`config.mk`:
```
export PLATFORM = sky130hd
export DESIGN_NAME = awp_top
export DESIGN_NICKNAME = d
export VERILOG_FILES = /design/src/logic/accel_pkg.sv /design/src/logic/awp_top.sv /design/src/logic/conv_quad.sv /design/src/logic/fifo_fwft.sv /design/src/logic/quad_chain.sv /design/src/logic/trans_decode.sv /design/src/logic/weight_regs.sv
export SDC_FILE = /design/constraint.sdc
export NUM_CORES = 1
export LEC_CHECK = 0
export BUFFER_PORTS_ARGS = -buffer_cell sky130_fd_sc_hd__buf_2
export CORE_MARGIN = 2
export CORE_UTILIZATION = 50
export CTS_CLUSTER_SIZE = 25
export DETAILED_ROUTE_END_ITERATION = 16
export GPL_TIMING_DRIVEN = 1
export MAX_ROUTING_LAYER = met4
export PLACE_DENSITY = 0.68
export SLEW_MARGIN = 20
export SYNTH_ARGS = -nofsm -noshare
export SYNTH_HDL_FRONTEND = slang
export SYNTH_SLANG_ARGS = --single-unit
```
`constraint.sdc`:
```
create_clock -name clk_FAS -period 4.79 [get_ports clk_FAS]
set_input_delay 0.958 -clock clk_FAS [delete_from_list [all_inputs] [get_ports clk_FAS]]
set_output_delay 0.958 -clock clk_FAS [all_outputs]
set_load 0.05 [all_outputs]
```
`src/logic/accel_pkg.sv`:
```
`default_nettype none

package accel_pkg;

    ////////////////////////////////////////
    // Field widths
    ////////////////////////////////////////
    localparam int PIXEL_W  = 8;
    localparam int WEIGHT_W = 8;
    // Wide enough for four 8x8 products
    localparam int PSUM_W   = 20;
    localparam int QIDX_W   = 2;

    ////////////////////////////////////////
    // Transaction kinds
    ////////////////////////////////////////
    typedef enum logic [1:0] {
        KIND_CONFIG = 2'd0,
        KIND_PIXEL  = 2'd1,
        KIND_CLEAR  = 2'd2,
        // Consumed and dropped
        KIND_RSVD   = 2'd3
    } kind_e;

    ////////////////////////////////////////
    // Payload types
    ////////////////////////////////////////
    typedef logic [PIXEL_W-1:0]  pixel_t;
    typedef logic [WEIGHT_W-1:0] weight_t;
    typedef logic [PSUM_W-1:0]   psum_t;

    // Ingress word, kind in the top bits
    typedef struct packed {
        kind_e               kind;
        logic [QIDX_W-1:0]   quad;
        pixel_t              payload;
    } trans_word_t;

    // Item passed from quad to quad
    typedef struct packed {
        pixel_t pixel;
        psum_t  psum;
    } cascade_t;

endpackage

`default_nettype wire

```
`src/logic/awp_top.sv`:
```
`default_nettype none

module awp_top #(
    parameter int num_quads  = 4,
    parameter int fifo_depth = 4
) (
    input  wire logic                   clk_FAS,
    input  wire logic                   rst,
    input  wire logic                   in_vld,
    output logic                        in_rdy,
    input  wire accel_pkg::trans_word_t in_data,
    output logic                        out_vld,
    input  wire logic                   out_rdy,
    output accel_pkg::psum_t            out_data
);

    import accel_pkg::*;

    ////////////////////////////////////////
    // Internal links
    ////////////////////////////////////////
    // Ingress FIFO to decoder
    logic        in_full;
    logic        in_empty;
    logic        word_pop;
    trans_word_t word;

    // Decoder to weights and chain
    logic                    head_push;
    pixel_t                  head_pixel;
    logic                    head_full;
    logic                    wgt_wr;
    logic [QIDX_W-1:0]       wgt_quad;
    weight_t                 wgt_data;
    logic                    clear;
    logic                    chain_idle;
    weight_t [num_quads-1:0] weights;

    // Chain tail to egress FIFO
    logic  tail_valid;
    psum_t tail_psum;
    logic  eg_full;
    logic  eg_empty;

    assign in_rdy  = !in_full;
    assign out_vld = !eg_empty;

    fifo_fwft #(.payload_t(trans_word_t), .depth(fifo_depth)) u_ingress (
        .clk_FAS (clk_FAS),        .rst   (rst),
        .wr_en   (in_vld && in_rdy), .wr_data (in_data), .full (in_full),
        .rd_en   (word_pop),       .rd_data (word),      .empty (in_empty)
    );

    trans_decode u_decode (
        .clk_FAS    (clk_FAS),    .rst        (rst),
        .word       (word),       .word_valid (!in_empty),
        .head_full  (head_full),  .chain_idle (chain_idle),
        .word_pop   (word_pop),   .head_push  (head_push),
        .head_pixel (head_pixel), .wgt_wr     (wgt_wr),
        .wgt_quad   (wgt_quad),   .wgt_data   (wgt_data),
        .clear      (clear)
    );

    weight_regs #(.num_quads(num_quads)) u_weights (
        .clk_FAS (clk_FAS),  .rst     (rst),
        .wr_en   (wgt_wr),   .wr_quad (wgt_quad),
        .wr_data (wgt_data), .weights (weights)
    );

    quad_chain #(.num_quads(num_quads), .fifo_depth(fifo_depth)) u_chain (
        .clk_FAS    (clk_FAS),    .rst        (rst),
        .clear      (clear),      .weights    (weights),
        .head_push  (head_push),  .head_pixel (head_pixel),
        .head_full  (head_full),  .chain_idle (chain_idle),
        .tail_valid (tail_valid), .tail_psum  (tail_psum),
        .tail_ready (!eg_full)
    );

    // Results queue here while the host holds off
    fifo_fwft #(.payload_t(psum_t), .depth(fifo_depth)) u_egress (
        .clk_FAS (clk_FAS),                 .rst     (rst),
        .wr_en   (tail_valid && !eg_full),  .wr_data (tail_psum), .full (eg_full),
        .rd_en   (out_vld && out_rdy),      .rd_data (out_data),  .empty (eg_empty)
    );

endmodule

`default_nettype wire

```
`src/logic/conv_quad.sv`:
```
`default_nettype none

module conv_quad (
    input  wire logic                   clk_FAS,
    input  wire logic                   rst,
    input  wire logic                   clear,
    input  wire accel_pkg::weight_t     weight,
    input  wire logic                   in_valid,
    input  wire accel_pkg::cascade_t    in_data,
    output logic                        in_ready,
    input  wire logic                   out_ready,
    output logic                        out_valid,
    output accel_pkg::cascade_t         out_data
);

    import accel_pkg::*;

    // Pixel seen one step earlier in the stream
    pixel_t history;
    logic   take;
    psum_t  mac;

    // Register free now or emptied this cycle
    assign in_ready = !out_valid || out_ready;
    assign take     = in_valid && in_ready;

    // Product widened to the psum before the add, wraps modulo 2^20
    assign mac = in_data.psum + psum_t'(weight) * psum_t'(in_data.pixel);

    ////////////////////////////////////////
    // Output register valid
    ////////////////////////////////////////
    always_ff @(posedge clk_FAS) begin
        if (rst) begin
            out_valid <= 1'b0;
        end else if (take) begin
            out_valid <= 1'b1;
        end else if (out_ready) begin
            out_valid <= 1'b0;
        end
    end

    // Payload, loaded only on a take
    always_ff @(posedge clk_FAS) begin
        if (take) begin
            out_data.psum  <= mac;
            // Older pixel moves on to the next tap
            out_data.pixel <= history;
        end
    end

    ////////////////////////////////////////
    // History pixel
    ////////////////////////////////////////
    always_ff @(posedge clk_FAS) begin
        if (rst || clear) begin
            history <= '0;
        end else if (take) begin
            history <= in_data.pixel;
        end
    end

    // Decoder waits for chain idle before any clear
    a_clear_idle: assert property (@(posedge clk_FAS) disable iff (rst)
        clear |-> (!out_valid && !in_valid))
        else $error("conv_quad: clear with an item in flight");

endmodule

`default_nettype wire

```
`src/logic/fifo_fwft.sv`:
```
`default_nettype none

module fifo_fwft #(
    parameter type payload_t = logic,
    parameter int  depth     = 4
) (
    input  wire logic     clk_FAS,
    input  wire logic     rst,
    input  wire logic     wr_en,
    input  wire payload_t wr_data,
    output logic          full,
    input  wire logic     rd_en,
    output payload_t      rd_data,
    output logic          empty
);

    // Pointer width kept at least one bit for depth 1
    localparam int PTR_W = (depth > 1) ? $clog2(depth) : 1;
    localparam int CNT_W = $clog2(depth + 1);

    // Circular storage
    payload_t mem [depth];

    logic [PTR_W-1:0] wr_ptr;
    logic [PTR_W-1:0] rd_ptr;
    logic [CNT_W-1:0] count;

    // Status straight from the occupancy counter
    assign full  = (count == CNT_W'(depth));
    assign empty = (count == '0);

    // Head word shows without a read
    assign rd_data = mem[rd_ptr];

    always_ff @(posedge clk_FAS) begin
        if (wr_en) begin
            mem[wr_ptr] <= wr_data;
        end
    end

    ////////////////////////////////////////
    // Pointers and occupancy
    ////////////////////////////////////////
    always_ff @(posedge clk_FAS) begin
        if (rst) begin
            wr_ptr <= '0;
            rd_ptr <= '0;
            count  <= '0;
        end else begin
            // Wrap by compare since depth need not fill the pointer
            if (wr_en) begin
                wr_ptr <= (wr_ptr == PTR_W'(depth - 1)) ? '0 : wr_ptr + 1'b1;
            end
            if (rd_en) begin
                rd_ptr <= (rd_ptr == PTR_W'(depth - 1)) ? '0 : rd_ptr + 1'b1;
            end
            // Simultaneous push and pop leaves count as is
            if (wr_en && !rd_en) begin
                count <= count + 1'b1;
            end else if (rd_en && !wr_en) begin
                count <= count - 1'b1;
            end
        end
    end

    // Writers and readers must honour the flags
    a_no_overflow: assert property (@(posedge clk_FAS) disable iff (rst) wr_en |-> !full)
        else $error("fifo_fwft: write while full");
    a_no_underflow: assert property (@(posedge clk_FAS) disable iff (rst) rd_en |-> !empty)
        else $error("fifo_fwft: read while empty");

endmodule

`default_nettype wire

```
`src/logic/quad_chain.sv`:
```
`default_nettype none

module quad_chain #(
    parameter int num_quads  = 4,
    parameter int fifo_depth = 4
) (
    input  wire logic                               clk_FAS,
    input  wire logic                               rst,
    input  wire logic                               clear,
    input  wire accel_pkg::weight_t [num_quads-1:0] weights,
    input  wire logic                               head_push,
    input  wire accel_pkg::pixel_t                  head_pixel,
    output logic                                    head_full,
    output logic                                    chain_idle,
    output logic                                    tail_valid,
    output accel_pkg::psum_t                        tail_psum,
    input  wire logic                               tail_ready
);

    import accel_pkg::*;

    // FIFO k sits in front of quad k
    logic [num_quads-1:0] fifo_wr;
    logic [num_quads-1:0] fifo_full;
    logic [num_quads-1:0] fifo_empty;
    cascade_t             fifo_wdata [num_quads];
    cascade_t             fifo_rdata [num_quads];

    logic [num_quads-1:0] q_in_ready;
    logic [num_quads-1:0] q_out_valid;
    logic [num_quads-1:0] q_out_ready;
    cascade_t             q_out_data [num_quads];

    for (genvar k = 0; k < num_quads; k++) begin : g_quad
        ////////////////////////////////////////
        // Cascade FIFO feed
        ////////////////////////////////////////
        if (k == 0) begin : g_head
            // Fresh pixel starts with a zero sum
            assign fifo_wr[k]    = head_push;
            assign fifo_wdata[k] = '{pixel: head_pixel, psum: '0};
        end else begin : g_link
            assign fifo_wr[k]    = q_out_valid[k-1] && !fifo_full[k];
            assign fifo_wdata[k] = q_out_data[k-1];
        end

        // Downstream room, or the egress side for the last quad
        if (k == num_quads - 1) begin : g_tail
            assign q_out_ready[k] = tail_ready;
        end else begin : g_mid
            assign q_out_ready[k] = !fifo_full[k+1];
        end

        fifo_fwft #(
            .payload_t (cascade_t),
            .depth     (fifo_depth)
        ) u_fifo (
            .clk_FAS (clk_FAS),
            .rst     (rst),
            .wr_en   (fifo_wr[k]),
            .wr_data (fifo_wdata[k]),
            .full    (fifo_full[k]),
            .rd_en   (!fifo_empty[k] && q_in_ready[k]),
            .rd_data (fifo_rdata[k]),
            .empty   (fifo_empty[k])
        );

        conv_quad u_quad (
            .clk_FAS   (clk_FAS),
            .rst       (rst),
            .clear     (clear),
            .weight    (weights[k]),
            .in_valid  (!fifo_empty[k]),
            .in_data   (fifo_rdata[k]),
            .in_ready  (q_in_ready[k]),
            .out_ready (q_out_ready[k]),
            .out_valid (q_out_valid[k]),
            .out_data  (q_out_data[k])
        );
    end

    assign head_full  = fifo_full[0];
    // Tail history pixel has no further use
    assign tail_valid = q_out_valid[num_quads-1];
    assign tail_psum  = q_out_data[num_quads-1].psum;

    // Nothing buffered and nothing held in a stage
    assign chain_idle = (&fifo_empty) && !(|q_out_valid);

endmodule

`default_nettype wire

```
`src/logic/trans_decode.sv`:
```
`default_nettype none

module trans_decode (
    input  wire logic                       clk_FAS,
    input  wire logic                       rst,
    input  wire accel_pkg::trans_word_t     word,
    input  wire logic                       word_valid,
    input  wire logic                       head_full,
    input  wire logic                       chain_idle,
    output logic                            word_pop,
    output logic                            head_push,
    output accel_pkg::pixel_t               head_pixel,
    output logic                            wgt_wr,
    output logic [accel_pkg::QIDX_W-1:0]    wgt_quad,
    output accel_pkg::weight_t              wgt_data,
    output logic                            clear
);

    import accel_pkg::*;

    logic rsvd_drop;

    // Payload goes to both sinks and the strobes pick the taker
    assign head_pixel = word.payload;
    assign wgt_quad   = word.quad;
    assign wgt_data   = word.payload;

    ////////////////////////////////////////
    // Routing and stall rules
    ////////////////////////////////////////
    always_comb begin
        head_push = 1'b0;
        wgt_wr    = 1'b0;
        clear     = 1'b0;
        rsvd_drop = 1'b0;
        if (word_valid) begin
            case (word.kind)
                // Pixels only wait on room at the chain head
                KIND_PIXEL:  head_push = !head_full;
                // Config and Clear hold until older pixels have left the chain
                KIND_CONFIG: wgt_wr    = chain_idle;
                KIND_CLEAR:  clear     = chain_idle;
                default:     rsvd_drop = 1'b1;
            endcase
        end
    end

    // One word leaves the ingress FIFO per action
    assign word_pop = head_push | wgt_wr | clear | rsvd_drop;

    // A stalled word stays at the ingress head unchanged until popped
    a_word_held: assert property (@(posedge clk_FAS) disable iff (rst)
        (word_valid && !word_pop) |=> (word_valid && $stable(word)))
        else $error("trans_decode: pending word changed before its pop");

endmodule

`default_nettype wire

```
`src/logic/weight_regs.sv`:
```
`default_nettype none

module weight_regs #(
    parameter int num_quads = 4
) (
    input  wire logic                                clk_FAS,
    input  wire logic                                rst,
    input  wire logic                                wr_en,
    input  wire logic [accel_pkg::QIDX_W-1:0]        wr_quad,
    input  wire accel_pkg::weight_t                  wr_data,
    output accel_pkg::weight_t [num_quads-1:0]       weights
);

    import accel_pkg::*;

    weight_t [num_quads-1:0] wgt_q;

    // Index falls outside the built chain
    logic out_of_range;
    assign out_of_range = (int'(wr_quad) >= num_quads);

    ////////////////////////////////////////
    // Weight storage
    ////////////////////////////////////////
    always_ff @(posedge clk_FAS) begin
        if (rst) begin
            // Quads contribute nothing until configured
            wgt_q <= '0;
        end else begin
            for (int k = 0; k < num_quads; k++) begin
                if (wr_en && !out_of_range && (int'(wr_quad) == k)) begin
                    wgt_q[k] <= wr_data;
                end
            end
        end
    end

    // Held values steer every quad directly
    assign weights = wgt_q;

    // Host should never address a quad that is not there
    a_quad_in_range: assert property (@(posedge clk_FAS) disable iff (rst)
        wr_en |-> !out_of_range)
        else $error("weight_regs: write to quad %0d, only %0d built", wr_quad, num_quads);

endmodule

`default_nettype wire

```
After elaboration in Yosys (flattened, before gate mapping)
Memory sizes are Yosys's and may differ from the RTL's. A register that Yosys moved wholly into a read port is not among the register bits.
Cells that the tools add are included.
Widths: inputs -> output; s select.
{"block": "op_classes", "n_addsub": 28, "multipliers": 4, "eq_ne": 27, "n_mux": 64, "bitwise_logic": 3, "reduce_logical": 77}
{"operator": "$mul 8x8->16", "count": 4}
{"operator": "$add 20x16->20", "count": 3}
{"operator": "$mux 2", "count": 24}
{"operator": "$mux 3", "count": 12}
{"operator": "$eq 2x2->1 const B", "count": 15}
{"operator": "$logic_not 1->1", "count": 28}
{"operator": "$mux 1", "count": 28}
{"operator": "$logic_and 1x1->1", "count": 27}
{"operator": "$add 2x1->2 const B", "count": 12}
{"operator": "$add 20x16->20 const A", "count": 1}
{"operator": "$add 3x1->3 const B", "count": 6}
{"operator": "$eq 3x3->1 const B", "count": 6}
{"operator": "$logic_not 3->1", "count": 6}
{"operator": "$sub 3x1->3 const B", "count": 6}
{"operator": "$reduce_bool 2->1", "count": 6}
{"operator": "$ne 2x1->1 const B", "count": 4}
{"operator": "$logic_or 1x1->1", "count": 5}
{"operator": "$eq 2x1->1 const B", "count": 2}
{"operator": "$logic_not 2->1", "count": 2}
{"operator": "$reduce_and 4->1", "count": 1}
{"operator": "$reduce_or 4->1", "count": 1}
{"operator": "$or 1x1->1", "count": 3}
{"operator": "$reduce_or 3->1", "count": 1}
{"block": "word_totals", "ff_bits": 206, "ramBits": 496, "in_bits": 16, "output_inout_bits": 22, "wordCells": 245, "memories": 6}
{"name": "u_chain.g_quad[1].u_fifo.mem", "depth": 4, "word_bits": 28, "read_ports": 1, "rd_clocked_by_memory_dff": 1, "wr": 1, "line_no": "fifo_fwft.sv:22", "source": "payload_t mem [depth];"}
{"name": "u_chain.g_quad[2].u_fifo.mem", "depth": 4, "word_bits": 28, "read_ports": 1, "rd_clocked_by_memory_dff": 1, "wr": 1, "line_no": "fifo_fwft.sv:22"}
{"name": "u_chain.g_quad[3].u_fifo.mem", "depth": 4, "word_bits": 28, "read_ports": 1, "rd_clocked_by_memory_dff": 1, "wr": 1, "line_no": "fifo_fwft.sv:22"}
{"name": "u_egress.mem", "depth": 4, "word_bits": 20, "read_ports": 1, "rd_clocked_by_memory_dff": 1, "wr": 1, "line_no": "fifo_fwft.sv:22"}
{"name": "u_ingress.mem", "depth": 4, "word_bits": 12, "read_ports": 1, "rd_clocked_by_memory_dff": 1, "wr": 1, "line_no": "fifo_fwft.sv:22"}
{"name": "u_chain.g_quad[0].u_fifo.mem", "depth": 4, "word_bits": 8, "read_ports": 1, "rd_clocked_by_memory_dff": 1, "wr": 1, "line_no": "fifo_fwft.sv:22"}

Logic depth before layout (Yosys ltp)
Gate-level depths: netlist (run 1).
{"block": "logic_depth", "depth_word": 11, "depth_mapped": 20, "mapped_depth_nobuf": 18}

Modules after synthesis
From an unflattened synthesis (run 1), not the netlist that was laid out.
{"block": "unflattened", "hier_cells": 2789, "hier_area_um2": 40710.3}
{"module": "fifo_fwft (u_chain.g_quad[0].u_fifo ...)", "instances": 4, "cells_per_inst": 190, "area_per_inst_um2": 4530.6, "seq_area_each_um2": 3543.4}
{"module": "conv_quad (u_chain.g_quad[1].u_quad)", "instances": 1, "cells_per_inst": 408, "area_per_inst_um2": 3900.0, "seq_area_each_um2": 1021.0}
{"module": "conv_quad (u_chain.g_quad[3].u_quad)", "instances": 1, "cells_per_inst": 405, "area_per_inst_um2": 3881.2, "seq_area_each_um2": 1021.0}
{"module": "conv_quad (u_chain.g_quad[0].u_quad)", "instances": 1, "cells_per_inst": 402, "area_per_inst_um2": 3866.2, "seq_area_each_um2": 1021.0}
{"module": "conv_quad (u_chain.g_quad[2].u_quad)", "instances": 1, "cells_per_inst": 395, "area_per_inst_um2": 3833.7, "seq_area_each_um2": 1021.0}
{"module": "fifo_fwft (u_egress)", "instances": 1, "cells_per_inst": 148, "area_per_inst_um2": 3325.7, "seq_area_each_um2": 2582.5}
{"module": "fifo_fwft (u_ingress)", "instances": 1, "cells_per_inst": 106, "area_per_inst_um2": 2175.8, "seq_area_each_um2": 1621.6}
{"module": "weight_regs", "instances": 1, "cells_per_inst": 116, "area_per_inst_um2": 1285.0, "seq_area_each_um2": 640.6}
{"module": "trans_decode", "instances": 1, "cells_per_inst": 24, "area_per_inst_um2": 186.4, "seq_area_each_um2": 0.0}
{"module": "quad_chain", "instances": 1, "cells_per_inst": 18, "area_per_inst_um2": 100.1, "seq_area_each_um2": 0.0}
{"module": "awp_top", "instances": 1, "cells_per_inst": 7, "area_per_inst_um2": 33.8, "seq_area_each_um2": 0.0}

Worst setup path after synthesis (run 1)
Ideal clock, no wire load.
{"block": "synth_timing", "kind": "flip-flop to flip-flop", "start": "reg with a tool-made name", "end": "reg u_chain.g_quad[0].u_quad.out_data[14] (netlist bit) (data pin)", "setup_time_ns": 0.260, "t_arrival_ns": 5.066, "required_ns": 4.530, "slack_ns": -0.536, "stages_incl_launch_ff": 17, "path_buffers": 1, "period_less_slack_ns": 5.326, "path_cell_list": "dfxtp_1 -> clkbuf_1 -> mux4_2 -> and2_1 -> fa_1 -> inv_1 -> fa_1 -> inv_1 -> fa_1 -> fa_1 -> ha_1 -> a21o_1 -> a221o_1 -> a21o_1 -> a31o_2 -> o31ai_2 -> xnor2_1"}
{"item": "to (decl)", "line_no": "conv_quad.sv:13", "source": "output accel_pkg::cascade_t out_data"}

==> results.json, run 1 <==
{
  "outcome": "complete, but fails checks",
  "violations": "setup timing",
  "synth_edf_count": 585,
  "final_cell_mix": "585 x edfxtp_1, 350 x inv_1, 181 x fa_1",
  "power_mw": 23.8,
  "std_cell_rows": 97,
  "tritoncts": "yes",
  "slowest_delay_ns": 0.56,
  "maxClockFrequency_mhz": 199,
  "finClkSkew_ns": 0.0234,
  "drc_errors": 0,
  "ys_seq_area_frac": 0.557,
  "yosysTopAreaCell": "edfxtp_1",
  "grt_usage": 0.198,
  "antenna_found_initial": 0,
  "die_w_um": 271,
  "async_reset_ff_frac": 0,
  "drt_first_pass_iters": 5,
  "vias": 19800,
  "design_area_um2": 42100,
  "hpwl_mm": 47.8,
  "drive_above_1_share": 0.247,
  "io_pins": 38,
  "fillers": 5331,
  "synth_area_per_cell_um2": 14.4,
  "synth.yosys.warnings": 0,
  "dp_slack_ns": -0.260,
  "die_area_um2": 73400,
  "tightest_slew_ns": 1.08,
  "worstHoldPathType": "reg -> reg",
  "grt_max_degree": 79,
  "crit_slowest_cell": "mux4_2",
  "synthesis.nets": 2887,
  "grt_pass1_wl_mm": 112,
  "seq_area_um2": 19900,
  "insertion_delay_ns": 0.62,
  "setup.worst_path.class": "reg -> reg",
  "drt_wl_total_mm": 68.8,
  "antenna_cells": 0,
  "final_nets": 3171,
  "crit_chain": "buf_12 > mux4_2 > and2_4 > fa_1 > inv_1 > fa_1 > inv_1 > fa_1 > inv_1 > fa_1 > inv_2 > ha_4 > and3_4 > a221o_1 > a21o_1 > a31o_4 > nor4bb_2 > a211o_1",
  "syn_inst": 2480,
  "clk_pin_slew_ns": 0.06,
  "crit_top_cell": "fa_1",
  "setup_viol": 25,
  "coreArea_um2": 70300,
  "path_delay_family": "adder cells",
  "clk_path_buf_depth": 3,
  "drtAntennaViolNets": 0,
  "yosysTopAreaCellShare": 0.493,
  "syn_to_final_growth_pct": 18.1,
  "rsz0062_at_grt": "true",
  "ctsRootBufferMaster": "clkbuf_16",
  "numCtsBuffers": 71,
  "die_h_um": 271,
  "arrival_ns": 5.52,
  "start_util": 0.507,
  "multi_input_area_um2": 15000,
  "post_dp_cell_area_um2": 38400,
  "synth_area_um2": 35600,
  "period_minus_slack_ns": 5.03,
  "cp-end-kind": "flip-flop",
  "cp.required_ns": 5.28,
  "power.density_nw_per_um2": 565,
  "io_buffers": 37,
  "setup_slack_ns": -0.239,
  "finalCritPeriodShare": 1.05,
  "grt_pass1_vias": 21300,
  "grt_overflow": 0,
  "irDropWorstVdd_uv": 375,
  "numClockSinks": 699,
  "power.leakage_nw": 17.0,
  "fin_setup_tns_ns": -2.86,
  "slew_headroom": 0.280,
  "routedWlPerCell_um": 18.3,
  "ys_seq_elements": 699,
  "htreeDepth": 3,
  "synth_cell_types": 64,
  "via_per_inst": 5.27,
  "synth_area_leaders": "edfxtp_1 49%, fa_1 11%, mux4_2 7.7%, ha_1 7.0%, dfxtp_1 6.4%",
  "ys.flop_type": "edfxtp_1",
  "gp_congestion": 0.830,
  "path_max_fanout": 7,
  "slew_violations": 0,
  "worst-path-buf-inv": 5,
  "cap_viol_max_count": 0,
  "start_kind": "flip-flop",
  "drt-initial-drc-count": 1066,
  "hold_viol": 0,
  "fin_hold_ws_ns": 0.431,
  "mostFrequentLayoutCell": "edfxtp_1"
}
final timing paths:
check                                                                      start                                               to  slack (ns)  cells past startpoint
worst min-delay path            u_chain.g_quad[2].u_quad.history[2]$_SDFFE_PP0P_  u_chain.g_quad[2].u_quad.out_data[22]$_DFFE_PP_        0.43                      0
worst min register to register  u_chain.g_quad[2].u_quad.history[2]$_SDFFE_PP0P_  u_chain.g_quad[2].u_quad.out_data[22]$_DFFE_PP_        0.43                      0
worst max-delay path                                                   flip-flop  u_chain.g_quad[0].u_quad.out_data[16]$_DFFE_PP_       -0.24                     18
worst max register to register                                         flip-flop  u_chain.g_quad[0].u_quad.out_data[16]$_DFFE_PP_       -0.24                     18
cells by family after synthesis:
kind of cell / share of synthesized area
compound gates: 0.0313
xor+xnor: 0.0135
fa+ha+maj: 0.178
buf+inv: 0.0476
flops: 0.557
mux: 0.0987
simple gates: 0.0736
through the flow:
stage | utilization | instances
2_1_floorplan | - | 2480
3_3_place_gp | 0.547 | 3579
3_5_place_dp | 0.547 | 3579
4_1_cts | 0.590 | 3747
5_1_grt | 0.599 | 3763
6_report | 0.599 | 3763
synthesized netlist by cell type (all sizes together), types with 3 or more instances:
cell type	number
o21a	13
o21ai	31
a21o	18
mux4	121
dfxtp	114
a31oi	9
nand2b	4
nor2	137
a21oi	48
a221oi	4
nor2b	6
xnor2	35
xor2	20
nand4	8
and3	10
and2	170
mux2i	79
a21boi	6
ha	199
clkbuf	30
or3	9
fa	192
nor4	4
nand3	11
nand2	140
buf	25
nor3	18
edfxtp	585
inv	384
a31o	3
a211o	3
o31ai	5
o21bai	7
a211oi	8
where the power goes:
| group | total (mW) | leakage (nW) | internal [mW] | switching [mW] |
|---|---|---|---|---|
| sequential | 9.64 | 6.35 | 8.76 | 0.875 |
| clock | 5.37 | 1.11 | 3.05 | 2.32 |
| combinational | 8.78 | 9.53 | 3.92 | 4.85 |
| total | 23.8 | 17.0 | 15.7 | 8.05 |
state kept, by name, indices dropped and copies added, names as in the netlist, named ones only:
register and cells:
u_chain.g_quad.u_fifo.mem 356, u_chain.g_quad.u_quad.out_data 101, u_egress.mem 80, u_ingress.mem 48, u_weights.weights 32, u_chain.g_quad.u_quad.history 24
u_chain.g_quad.u_fifo.count 12, u_chain.g_quad.u_fifo.rd_ptr 8, u_chain.g_quad.u_fifo.wr_ptr 8, u_chain.g_quad.u_quad.out_valid 4, u_egress.count 3, u_ingress.count 3
u_egress.rd_ptr 2, u_egress.wr_ptr 2, u_ingress.rd_ptr 2, u_ingress.wr_ptr 2
routing by layer:
layer / share of wire / GRT usage
met1: 0.40 / 0.236
met2: 0.53 / 0.344
met3: 0.041 / 0.0297
met4: 0.028 / 0.0670
met5: 0 / -
layout make-up:
class,instances,share of cell area
Clock buffer,84,0.0444
Multi-Input combinational cell,1342,0.358
Tap cell,940,0.0280
Clock inverter,48,0.00987
Timing Repair Buffer,266,0.0537
Sequential cell,699,0.472
Inverter,384,0.0343
timing repair:
action                                 CTS  global route
endpoints found under the hold margin    0             0
buffers inserted                        35            23
resized for setup                      110           130
gates cloned                             2             0
pin swaps                               66            79
setup endpoints to repair               34            43
hold buffers                             0             0
Note: power is estimated with default switching activity, not from simulation.
==> run 2, diff against run 1 <==
Settings changed: CORE_MARGIN 2 to 10, CORE_UTILIZATION 50 to 58, PLACE_DENSITY 0.68 to 0.77.
==> run 2 against run 1 <==
Compared with the run above:
- the flow still finishes with violations (setup timing)
- sequential power up 0.5%
- via count is 2.3% higher
- largest cell class unchanged
- first-iteration DRC count up 39%
- cell area down 0.24%
- critical path type unchanged
- final cell count is 4.1% lower
- clock-buffer cell count up 7
==> results.json, run 2 (synthesis gave the netlist of run 1 again) <==
{
  "clk_path_buf_depth": 3,
  "power.leakage_nw": 17.0,
  "violations": "setup timing",
  "die_w_um": 268,
  "period_minus_slack_ns": 5.04,
  "irDropWorstVdd_uv": 351,
  "die_h_um": 268,
  "tightest_slew_ns": 1.09,
  "htreeDepth": 3,
  "vias": 20300,
  "arrival_ns": 5.39,
  "drt_wl_total_mm": 73.4,
  "r2r-end": "u_chain.g_quad[3].u_quad.out_data[13]$_DFFE_PP_",
  "power.density_nw_per_um2": 577,
  "rsz0062_at_grt": "true",
  "drt-initial-drc-count": 1485,
  "crit_chain": "buf_12 > buf_16 > mux4_2 > and2_4 > fa_1 > inv_2 > fa_1 > fa_1 > fa_1 > inv_2 > ha_4 > buf_6 > o21a_1 > o31a_1 > nor2_1 > a211oi_2 > a31oi_1 > xnor2_1",
  "gp_congestion": 0.850,
  "dp.cells": 3416,
  "power_mw": 24.2,
  "slew_violations": 0,
  "r2r.worst_path.cells": 18,
  "die_area_um2": 71700,
  "worstHoldPathType": "reg -> reg",
  "antenna_found_initial": 1,
  "grt_pass1_wl_mm": 115,
  "mostFrequentLayoutCell": "edfxtp_1",
  "setup_slack_ns": -0.254,
  "start_kind": "flip-flop",
  "grt_pass1_vias": 21600,
  "hold_viol": 0,
  "routedWlPerCell_um": 20.3,
  "cap_viol_max_count": 0,
  "fin_util": 0.693,
  "slowest_delay_ns": 0.54,
  "cp_num_cells": 18,
  "cp-end-kind": "flip-flop",
  "worst-path-buf-inv": 5,
  "hp-start": "u_chain.g_quad[0].u_quad.history[3]$_SDFFE_PP0P_",
  "grt_overflow": 0,
  "syn_to_final_growth_pct": 17.8,
  "reg2reg_slack_ns": -0.25,
  "numClockSinks": 699,
  "clk_pin_slew_ns": 0.06,
  "drive_above_1_share": 0.254,
  "io_buffers": 37,
  "maxClockFrequency_mhz": 198,
  "outcome": "complete, but fails checks",
  "grt_max_degree": 79,
  "finalCritPeriodShare": 1.05,
  "fin_hold_ws_ns": 0.427,
  "ctsRootBufferMaster": "clkbuf_16",
  "finClkSkew_ns": 0.0275,
  "insertion_delay_ns": 0.62,
  "crit_top_cell": "fa_1",
  "std_cell_rows": 90,
  "io_pins": 38,
  "tritoncts": "yes",
  "path_max_fanout": 6,
  "layout.cells.non_filler": 3609,
  "start_util": 0.588,
  "path_delay_family": "adder cells",
  "drt_first_pass_iters": 7,
  "coreArea_um2": 60600,
  "drtAntennaViolNets": 0,
  "setup.worst_path.class": "reg -> reg",
  "largest_register_ffs": 356,
  "final_nets": 3175,
  "cp-endpoint": "u_chain.g_quad[3].u_quad.out_data[13]$_DFFE_PP_",
  "drc_errors": 0,
  "cp.required_ns": 5.14,
  "fin_setup_tns_ns": -4.00,
  "final_cell_mix": "585 x edfxtp_1, 355 x inv_1, 181 x buf_4",
  "grt_usage": 0.212,
  "regMostFlops": "u_chain.g_quad.u_fifo.mem",
  "largestRegisters": "u_chain.g_quad.u_fifo.mem x356, u_chain.g_quad.u_quad.out_data x101, u_egress.mem x80",
  "setup_viol": 30,
  "fillers": 3802,
  "numCtsBuffers": 71,
  "cts_hold_buf": 0,
  "crit_slowest_cell": "mux4_2",
  "via_per_inst": 5.62,
  "hpwl_mm": 48.1,
  "slew_headroom": 0.273
}
==> run 2: timing repair <==
item,in CTS,in global routing
setup endpoints to repair,36,42
setup buffers,23,40
gates resized for setup,119,131
cloned,2,1
pin swaps,86,99
==> run 2: how the worst min path moves through the flow <==
stage	cells past startpoint	end	slack, ns
floorplan	0	u_chain.g_quad[0].u_quad.out_data[20]$_DFFE_PP_	0.41
global placement	0	u_chain.g_quad[2].u_quad.out_data[22]$_DFFE_PP_	0.42
detailed placement	0	u_chain.g_quad[0].u_quad.out_data[27]$_DFFE_PP_	0.42
CTS	0	u_chain.g_quad[0].u_quad.out_data[23]$_DFFE_PP_	0.43
global route	0	u_chain.g_quad[1].u_quad.out_data[23]$_DFFE_PP_	0.45
finish	0	u_chain.g_quad[0].u_quad.out_data[23]$_DFFE_PP_	0.43
==> run 2: metal layers <==
metal | part of all wire | GRT usage
met5 | 0 | -
met4 | 0.039 | 0.0818
met3 | 0.044 | 0.0319
met1 | 0.39 | 0.246
met2 | 0.53 | 0.368
==> run 2: power by group <==
part | total (mW) | switching, mW | internal (mW)
sequential | 9.69 | 0.920 | 8.76
combinational | 9.00 | 5.00 | 4.00
clock | 5.53 | 2.34 | 3.18
==> run 2: through the flow <==
step	area (um^2)	setup slack, ns
floorplan	35900	-0.152
global placement	38100	-0.204
detailed placement	38100	-0.287
CTS	41100	-0.236
global route	42000	-0.395
finish	42000	-0.254
==> run 2: area by class of cell <==
cell class,instances,area [um^2],share of cell area
sequential,699,19900,0.473
antenna,1,2.50,0.0000596
inverter,384,1440,0.0343
clock inverter,40,402,0.00957
clock buffer,91,1940,0.0463
timing repair buffer,269,2240,0.0534
tap,782,978,0.0233
multi-input combinational,1343,15100,0.360
